--- config.mk ---
export PLATFORM = sky130hd
export DESIGN_NAME = dev_status_top
export DESIGN_NICKNAME = d
export VERILOG_FILES = /design/src/logic/dev_st_pkg.sv /design/src/logic/dev_status_top.sv /design/src/logic/status_record_tx.sv /design/src/logic/status_scheduler.sv /design/src/logic/link_status_monitor.sv /design/src/logic/tts_counter.sv
export SDC_FILE = /design/constraint.sdc
export NUM_CORES = 1
export LEC_CHECK = 0
export ABC_AREA = 0
export BUFFER_PORTS_ARGS = -buffer_cell sky130_fd_sc_hd__buf_2
export CAP_MARGIN = 30
export CORE_MARGIN = 3
export CORE_UTILIZATION = 55
export CTS_CLUSTER_SIZE = 16
export DETAILED_ROUTE_END_ITERATION = 12
export GPL_ROUTABILITY_DRIVEN = 0
export PLACE_DENSITY = 0.8
export SLEW_MARGIN = 10
export SYNTH_ARGS = -nofsm -noshare
export SYNTH_HDL_FRONTEND = slang
export SYNTH_SLANG_ARGS = --single-unit
--- constraint.sdc ---
create_clock -name dev_st_clk -period 20.4 [get_ports dev_st_clk]
set_input_delay 4.08 -clock dev_st_clk [delete_from_list [all_inputs] [get_ports dev_st_clk]]
set_output_delay 4.08 -clock dev_st_clk [all_outputs]
set_load 0.01 [all_outputs]
--- src/logic/dev_st_pkg.sv ---
`default_nettype none

package dev_st_pkg;

  // --------------------
  // widths and counts
  // --------------------
  localparam int BYTE_WIDTH     = 8;
  localparam int PHY_COUNT      = 2;   // copper phys

  localparam int TTS_LENGTH     = 8;   // running timestamp, reveals restarts
  localparam int TTS_WIDTH      = TTS_LENGTH * BYTE_WIDTH;
  localparam int HDR_TTS_LENGTH = 7;   // part carried in capture headers
  localparam int HDR_TTS_WIDTH  = HDR_TTS_LENGTH * BYTE_WIDTH;

  localparam int SN_LENGTH      = 8;
  localparam int SN_WIDTH       = SN_LENGTH * BYTE_WIDTH;

  localparam int ST_REC_LENGTH  = 48;  // status record bytes
  localparam int ST_REC_WIDTH   = ST_REC_LENGTH * BYTE_WIDTH;
  localparam int ST_IDX_WIDTH   = $clog2(ST_REC_LENGTH);
  localparam logic [2*BYTE_WIDTH-1:0] ST_VERSION = 16'h0001;

  // --------------------
  // resend timer, scaled for sim
  // --------------------
  localparam int ST_INTERVAL_CNT = 300;  // periodic
  localparam int ST_DELAY_CNT    = 60;   // after link change
  localparam int ST_FORCE_CNT    = 50;   // after forced resend, >= record length
  localparam int ST_CNT_WIDTH    = $clog2(ST_INTERVAL_CNT);

  // per-phy link state as reported on the board pins
  typedef enum logic [1:0] {
    LINK_DOWN  = 2'b00,
    LINK_100M  = 2'b01,
    LINK_1G    = 2'b10,
    LINK_OTHER = 2'b11  // 10M or unknown speed
  } link_st_t;

  // status record, msb first on the wire
  typedef struct packed {
    logic [2*BYTE_WIDTH-1:0]          rec_length;      // always 48
    logic [2*BYTE_WIDTH-1:0]          version;
    logic [SN_WIDTH-1:0]              dev_sn;
    logic [4*BYTE_WIDTH-1:0]          pad0;            // closes first 16 bytes
    logic [BYTE_WIDTH-1:0]            hdr_tts_length;  // always 7
    logic [4*BYTE_WIDTH-1:0]          replay_info;     // no replay buffer, zero
    logic [11*BYTE_WIDTH-1:0]         pad1;
    logic [TTS_WIDTH-1:0]             tts;
    logic [(16-TTS_LENGTH)*BYTE_WIDTH-1:0] pad2;
  } st_record_t;

  // same 48 bytes, built by field and shifted out by byte
  typedef union packed {
    st_record_t                                  fields;
    logic [ST_REC_LENGTH-1:0][BYTE_WIDTH-1:0]    bytes;
  } st_record_u;

endpackage

`default_nettype wire
--- src/logic/dev_status_top.sv ---
`timescale 1ns/1ps
`default_nettype none

module dev_status_top (
  input  wire                                   dev_st_clk,
  input  wire                                   sys_reset_in,
  input  wire  [dev_st_pkg::SN_WIDTH-1:0]       dev_sn_i,
  input  wire                                   cfg_capture_en_i,
  input  wire                                   mg_join_i,
  input  wire                                   force_resend_i,
  input  wire  [dev_st_pkg::PHY_COUNT-1:0]      link_ready_i,
  input  wire  [dev_st_pkg::PHY_COUNT-1:0]      link_1g_i,
  input  wire  [dev_st_pkg::PHY_COUNT-1:0]      link_100m_i,
  output dev_st_pkg::link_st_t [dev_st_pkg::PHY_COUNT-1:0] link_st_o,
  output wire                                   capture_en_o,
  output wire  [dev_st_pkg::TTS_WIDTH-1:0]      tts_uint_o,
  output wire  [dev_st_pkg::HDR_TTS_WIDTH-1:0]  tts_gray_o,
  output wire                                   st_byte_valid_o,
  output wire  [dev_st_pkg::BYTE_WIDTH-1:0]     st_byte_o,
  output wire                                   st_byte_first_o,
  output wire                                   st_byte_last_o
);

  wire link_change;
  wire any_link;
  wire send;  // one-cycle record request

  // --------------------
  // timestamp
  // --------------------
  tts_counter u_tts (
    .dev_st_clk   (dev_st_clk),
    .sys_reset_in (sys_reset_in),
    .tts_uint_o   (tts_uint_o),
    .tts_gray_o   (tts_gray_o)
  );

  link_status_monitor u_link (
    .dev_st_clk    (dev_st_clk),
    .sys_reset_in  (sys_reset_in),
    .link_ready_i  (link_ready_i),
    .link_1g_i     (link_1g_i),
    .link_100m_i   (link_100m_i),
    .link_st_o     (link_st_o),
    .link_change_o (link_change),
    .any_link_o    (any_link)
  );

  // --------------------
  // status announcements
  // --------------------
  status_scheduler u_sched (
    .dev_st_clk       (dev_st_clk),
    .sys_reset_in     (sys_reset_in),
    .link_change_i    (link_change),
    .any_link_i       (any_link),
    .mg_join_i        (mg_join_i),
    .force_resend_i   (force_resend_i),
    .cfg_capture_en_i (cfg_capture_en_i),
    .send_o           (send),
    .capture_en_o     (capture_en_o)
  );

  status_record_tx u_rec_tx (
    .dev_st_clk      (dev_st_clk),
    .sys_reset_in    (sys_reset_in),
    .send_i          (send),
    .dev_sn_i        (dev_sn_i),
    .tts_uint_i      (tts_uint_o),
    .st_byte_valid_o (st_byte_valid_o),
    .st_byte_o       (st_byte_o),
    .st_byte_first_o (st_byte_first_o),
    .st_byte_last_o  (st_byte_last_o)
  );

endmodule

`default_nettype wire

--- src/logic/status_record_tx.sv ---
`timescale 1ns/1ps
`default_nettype none

module status_record_tx (
  input  wire                                   dev_st_clk,
  input  wire                                   sys_reset_in,
  input  wire                                   send_i,
  input  wire  [dev_st_pkg::SN_WIDTH-1:0]       dev_sn_i,
  input  wire  [dev_st_pkg::TTS_WIDTH-1:0]      tts_uint_i,
  output logic                                  st_byte_valid_o,
  output logic [dev_st_pkg::BYTE_WIDTH-1:0]     st_byte_o,
  output logic                                  st_byte_first_o,
  output logic                                  st_byte_last_o
);

  dev_st_pkg::st_record_u                rec_q;     // snapshot being sent
  logic                                  busy;
  logic [dev_st_pkg::ST_IDX_WIDTH-1:0]   byte_idx;  // counts down, msb byte first

  // --------------------
  // record snapshot
  // --------------------
  always_ff @(posedge dev_st_clk) begin
    if (send_i && !busy) begin
      rec_q.fields.rec_length     <= 16'(dev_st_pkg::ST_REC_LENGTH);
      rec_q.fields.version        <= dev_st_pkg::ST_VERSION;
      rec_q.fields.dev_sn         <= dev_sn_i;
      rec_q.fields.pad0           <= '0;
      rec_q.fields.hdr_tts_length <= 8'(dev_st_pkg::HDR_TTS_LENGTH);
      rec_q.fields.replay_info    <= '0;
      rec_q.fields.pad1           <= '0;
      rec_q.fields.tts            <= tts_uint_i;  // value in the send cycle
      rec_q.fields.pad2           <= '0;
    end
  end

  // --------------------
  // byte serializer
  // --------------------
  always_ff @(posedge dev_st_clk) begin
    if (sys_reset_in) begin
      busy     <= 1'b0;
      byte_idx <= '0;
    end else if (!busy) begin
      if (send_i) begin
        busy     <= 1'b1;
        byte_idx <= dev_st_pkg::ST_IDX_WIDTH'(dev_st_pkg::ST_REC_LENGTH - 1);
      end
    end else begin
      if (byte_idx == '0) begin
        busy <= 1'b0;  // last byte out this cycle
      end
      byte_idx <= byte_idx - 1'b1;
    end
  end

  assign st_byte_valid_o = busy;
  assign st_byte_o       = rec_q.bytes[byte_idx];
  assign st_byte_first_o = busy &&
    (byte_idx == dev_st_pkg::ST_IDX_WIDTH'(dev_st_pkg::ST_REC_LENGTH - 1));
  assign st_byte_last_o  = busy && (byte_idx == '0);

  a_marks_need_valid: assert property (
    @(posedge dev_st_clk) disable iff (sys_reset_in)
    (st_byte_first_o || st_byte_last_o) |-> st_byte_valid_o
  ) else $error("first or last marked without valid");

endmodule

`default_nettype wire

--- src/logic/status_scheduler.sv ---
`timescale 1ns/1ps
`default_nettype none

module status_scheduler (
  input  wire   dev_st_clk,
  input  wire   sys_reset_in,
  input  wire   link_change_i,
  input  wire   any_link_i,
  input  wire   mg_join_i,         // async level, >= 2 clocks wide
  input  wire   force_resend_i,
  input  wire   cfg_capture_en_i,
  output logic  send_o,
  output logic  capture_en_o
);

  logic [dev_st_pkg::ST_CNT_WIDTH-1:0] st_cnt;
  logic join_meta;
  logic join_sync;
  logic join_sync_q;
  logic join_rise;
  logic send_next;
  logic info_sent;

  // --------------------
  // join synchronizer
  // --------------------
  always_ff @(posedge dev_st_clk) begin
    if (sys_reset_in) begin
      join_meta   <= 1'b0;
      join_sync   <= 1'b0;
      join_sync_q <= 1'b0;
    end else begin
      join_meta   <= mg_join_i;
      join_sync   <= join_meta;
      join_sync_q <= join_sync;  // for edge detect
    end
  end

  assign join_rise = join_sync & ~join_sync_q;

  // timer expiry or join, never two sends back to back
  assign send_next = ((st_cnt == '0) | join_rise) & ~send_o;

  // --------------------
  // resend timer
  // --------------------
  always_ff @(posedge dev_st_clk) begin
    if (sys_reset_in) begin
      send_o <= 1'b0;
      st_cnt <= dev_st_pkg::ST_CNT_WIDTH'(dev_st_pkg::ST_INTERVAL_CNT);
    end else begin
      send_o <= send_next;
      if (send_next) begin
        st_cnt <= dev_st_pkg::ST_CNT_WIDTH'(dev_st_pkg::ST_INTERVAL_CNT);
      end else if (force_resend_i) begin
        st_cnt <= dev_st_pkg::ST_CNT_WIDTH'(dev_st_pkg::ST_FORCE_CNT);  // wins over link change
      end else if (link_change_i) begin
        st_cnt <= dev_st_pkg::ST_CNT_WIDTH'(dev_st_pkg::ST_DELAY_CNT);
      end else begin
        st_cnt <= st_cnt - 1'b1;
      end
    end
  end

  // capture stays off until a record went out with a link up
  always_ff @(posedge dev_st_clk) begin
    if (sys_reset_in || !any_link_i) begin
      info_sent <= 1'b0;
    end else if (send_o) begin
      info_sent <= 1'b1;
    end
  end

  assign capture_en_o = cfg_capture_en_i & info_sent;

  a_send_single: assert property (
    @(posedge dev_st_clk) disable iff (sys_reset_in)
    send_o |=> !send_o
  ) else $error("send strobe held for two cycles");

endmodule

`default_nettype wire

--- src/logic/link_status_monitor.sv ---
`timescale 1ns/1ps
`default_nettype none

module link_status_monitor (
  input  wire                                   dev_st_clk,
  input  wire                                   sys_reset_in,
  input  wire  [dev_st_pkg::PHY_COUNT-1:0]      link_ready_i,
  input  wire  [dev_st_pkg::PHY_COUNT-1:0]      link_1g_i,
  input  wire  [dev_st_pkg::PHY_COUNT-1:0]      link_100m_i,
  output dev_st_pkg::link_st_t [dev_st_pkg::PHY_COUNT-1:0] link_st_o,
  output logic                                  link_change_o,
  output logic                                  any_link_o
);

  logic [dev_st_pkg::PHY_COUNT-1:0] ready_q;  // last seen ready vector

  // --------------------
  // per-phy encoding
  // --------------------
  for (genvar i = 0; i < dev_st_pkg::PHY_COUNT; i++) begin : g_phy
    assign link_st_o[i] = !link_ready_i[i] ? dev_st_pkg::LINK_DOWN
                        : link_1g_i[i]     ? dev_st_pkg::LINK_1G
                        : link_100m_i[i]   ? dev_st_pkg::LINK_100M
                        :                    dev_st_pkg::LINK_OTHER;

    a_down_iff_not_ready: assert property (
      @(posedge dev_st_clk) disable iff (sys_reset_in)
      (link_st_o[i] == dev_st_pkg::LINK_DOWN) == !link_ready_i[i]
    ) else $error("phy %0d link state disagrees with ready", i);
  end

  assign any_link_o = |link_ready_i;

  // strobe one cycle after any phy goes up or down
  always_ff @(posedge dev_st_clk) begin
    if (sys_reset_in) begin
      ready_q       <= '0;
      link_change_o <= 1'b0;
    end else begin
      ready_q       <= link_ready_i;
      link_change_o <= (ready_q != link_ready_i);
    end
  end

endmodule

`default_nettype wire

--- src/logic/tts_counter.sv ---
`timescale 1ns/1ps
`default_nettype none

module tts_counter (
  input  wire                                  dev_st_clk,
  input  wire                                  sys_reset_in,
  output logic [dev_st_pkg::TTS_WIDTH-1:0]     tts_uint_o,
  output logic [dev_st_pkg::HDR_TTS_WIDTH-1:0] tts_gray_o
);

  function automatic logic [dev_st_pkg::HDR_TTS_WIDTH-1:0] bin2gray(
    input logic [dev_st_pkg::HDR_TTS_WIDTH-1:0] bin
  );
    return bin ^ (bin >> 1);
  endfunction

  always_ff @(posedge dev_st_clk) begin
    if (sys_reset_in) begin
      tts_uint_o <= '0;
      tts_gray_o <= '0;
    end else begin
      tts_uint_o <= tts_uint_o + 1'b1;
      // gray copy lags the binary count by one cycle
      tts_gray_o <= bin2gray(tts_uint_o[dev_st_pkg::HDR_TTS_WIDTH-1:0]);
    end
  end

  // --------------------
  // checks
  // --------------------
  a_tts_step: assert property (
    @(posedge dev_st_clk) disable iff (sys_reset_in)
    !$past(sys_reset_in) |-> tts_uint_o == $past(tts_uint_o) + 1'b1
  ) else $error("timestamp did not step by one");

endmodule

`default_nettype wire

==> summary.txt <==
Outcome
  – Status: completed

Yosys
  – Ys flop type: dfxtp_1
  – Top area cells in the synthesized netlist: edfxtp_1 (35%), dfxtp_1 (26%), ha_1 (6.7%), mux4_2 (4.5%), nor2b_1 (4.1%)
  – Synth Register Bits: approximately 270
  – Cells after synthesis: 866
  – Dominant cell type by area after synthesis: edfxtp_1
  – Share of the synthesized area in the top cell type: 0.347
  – EDFF count, synth: roughly 130
  – Synth unique cells: 51
  – Post-Syn Area: ~0.011 mm^2
  – Syn Nets: 1000
  – Synth warnings: 0
  – Syn avg cell area: between 10 and 15 um^2
  – Ys async rst share: 0
  – Sequential-to-total area share from yosys stat: 0.606

Floorplanning
  – Starting Density: 0.565
  – Die width: around 150 um
  – DIE AREA: 0.0219 mm^2
  – DIE HEIGHT: between 100 and 150 um
  – Placement Rows: 51
  – Core area: ~0.020 mm^2
  – Io pins: approximately 210

Route
  – Initial DRT Pass Iterations: 7
  – Final Routed Wirelength: approximately 26000 um
  – Post-DRT Antenna Nets: 0
  – Drt initial violations: around 520
  – DRC Markers: 0
  – DR WL/cell: ~19 um
  – DR vias: ~7700
  – Vias per cell: 5.67

STA
  – RSZ-0062 raised after global routing: no
  – Finish-stage setup viols: 0
  – Tmin final: ~8.6 ns
  – Final Skew: about 0.019 ns
  – Slew @ Worst Pin: ~0.9 ns
  – Max Fclk: ~120 MHz
  – Sum Neg Setup Slack: 0 ns
  – Crit share post-route: 0.421
  – Fin. Hold Viols: 0
  – Slew headroom: 0.383
  – Max Slew Vio Count: 0
  – WHS: 0.437 ns
  – Worst setup margin: 11.81 ns

Clocking
  – Hold buffer count at cts: 0
  – Setup Buffers After CTS: 0
  – CTS tree: yes
  – TritonCTS Buffers: 29
  – Cts repair resizes: 0
  – Clk Tree Root Cell: clkbuf_16
  – H-tree lvl count: 1
  – Worst skew pair latency: around 0.54 ns
  – CTS Sinks: 271
  – Clk slew on worst S/H paths: around 0.050 ns
  – CTS Buffer Depth: 3

Final layout
  – N_diodes: 0
  – FILL cells: 1403
  – Storage cell area: 0.00671 mm^2
  – Layout cells sized above 1: 0.275
  – # nets final: around 1200
  – Area occupied by multi-input gates: between 0.004 and 0.005 mm^2
  – Area delta synth->final: 20.4%
  – Cell area after layout: ~0.013 mm^2

Setup path
  – Worst reg2reg path depth: 5
  – CP endpoint kind: primary output
  – Slowest-stage cell, CP: a21boi_0
  – Critical-path cell list: buf_2, a21boi_0, buf_2
  – Setup crit start kind: input pin
  – Bufs and invs on worst path: 2
  – Critical path class: input pin to primary output
  – CP Max Fanout: 4
  – Most frequent CP cell: buf_2
  – Reg2Reg Setup Slack: 17.61 ns
  – Stages on the worst setup path: 3
  – Crit path DAT: between 4 and 5 ns
  – Worst EP required: between 15 and 20 ns
  – Worst path max stage delay: ~0.17 ns
  – CP top delay family: buffers and inverters

Power
  – Power Dens Cells: around 87 mW/mm^2
  – Leakage: 5.42 nW
  – Peak VDD IR: 57.9 uV

GRT
  – Pin count of the biggest net entering global routing: 75
  – Grt ovf: 0
  – Gr usage total: 0.229
  – Initial antenna violation count: 0
  – Vias in the first global route: ~7500
  – First-pass GRT wire length: 40000 um

Placed design
  – I/O Buffers: 210
  – HPWL Detailed: around 17000 um
  – Post-place instance area: around 0.012 mm^2
  – Setup WS pre-CTS: 11.80 ns

Hold path
  – Hold Path Stages: 1
  – Hold Crit Class: flop to flop

Flow run
  – Max-cap viol count: 0
[cell usage in the layout, fill, tap and decap left out, types with 23 or more instances in the layout]
cell / instances
ha_1: 59
nor2_1: 51
clkbuf_16: 29
nand2_1: 23
dfxtp_1: 141
nor2b_1: 72
mux2i_1: 23
edfxtp_1: 128
buf_2: 209
a21oi_1: 40
[logic make-up after synthesis]
family	count (synthesis)	synth area share
XOR/XNOR	28	0.0222
adder cells (fa/ha/maj)	59	0.0667
AND/OR/NAND/NOR	270	0.139
AO/OA/AOI/OAI	117	0.0658
buffers and inverters	65	0.0234
flip-flops	271	0.606
multiplexers	56	0.0768
[path summary, 6_finish.rpt]
| path | startpoint | to |
|---|---|---|
| max | link_ready_i[0] | link_st_o[1] |
| min | u_sched.join_meta | u_sched.join_sync |
| max reg2reg | u_tts.tts_uint_o[9] | u_tts.tts_uint_o[63] |
| min reg2reg | u_sched.join_meta | u_sched.join_sync |
[synth_stat cells (all sizes together) (20+ instances only)]
cell type and n:
mux2i 23, ha 59, nand2 23, dfxtp 143, mux4 22, or4 23, inv 22, nor2 51
edfxtp 128, nand3 20, clkbuf 29, a21oi 40, o31ai 20, nor2b 73
[area by class of cell]
class	instances	area share
Sequential cell	271	0.504
Multi-Input combinational cell	530	0.308
Timing Repair Buffer	216	0.0840
Clock buffer	37	0.0590
Tap cell	265	0.0249
Clock inverter	16	0.0137
Inverter	22	0.00620
[worst reg2reg max path, delay by kind of cell, from the launching register on]
family | cells | cell delay, ns
adder cells (fa/ha/maj) | 1 | 0.28
multiplexers | 1 | 0.33
flip-flops | 1 | 0.51
AND/OR/NAND/NOR | 3 | 1.56
[through the flow]
| step | std cells | total power [mW] | utilization |
|---|---|---|---|
| floorplan | 866 | 0.627 | - |
| detailed placement | 1304 | 0.646 | 0.630 |
| global placement | 1303 | 0.643 | 0.629 |
| CTS | 1357 | 1.17 | 0.680 |
| finish | 1357 | 1.16 | 0.680 |
| global route | 1357 | 1.20 | 0.680 |
[where the power goes]
part           switching (mW)  internal, mW  leakage, nW  total (mW)
Clock                   0.207         0.321        0.471       0.529
Sequential            0.00820         0.576         2.34       0.584
Combinational          0.0268        0.0239         2.61      0.0507
[routing by layer]
layer  part of all wire  GRT usage
met1               0.41      0.312
met2               0.48      0.384
met3              0.082     0.0423
met4              0.023     0.0582
met5                  0          0
[flip-flops by register name, summed over array words and instances, names as in the netlist]
signal                    cells
u_rec_tx.rec_q              128
u_tts.tts_uint_o             63
u_sched.join_meta             1
u_link.link_change_o          1
u_sched.join_sync_q           1
u_rec_tx.st_byte_valid_o      1
u_sched.join_sync             1
u_sched.send_o                1
u_rec_tx.byte_idx             6
u_tts.tts_gray_o             56
u_sched.info_sent             1
u_sched.st_cnt                9
u_link.ready_q                2
Note: power is estimated with default switching activity, not from simulation.
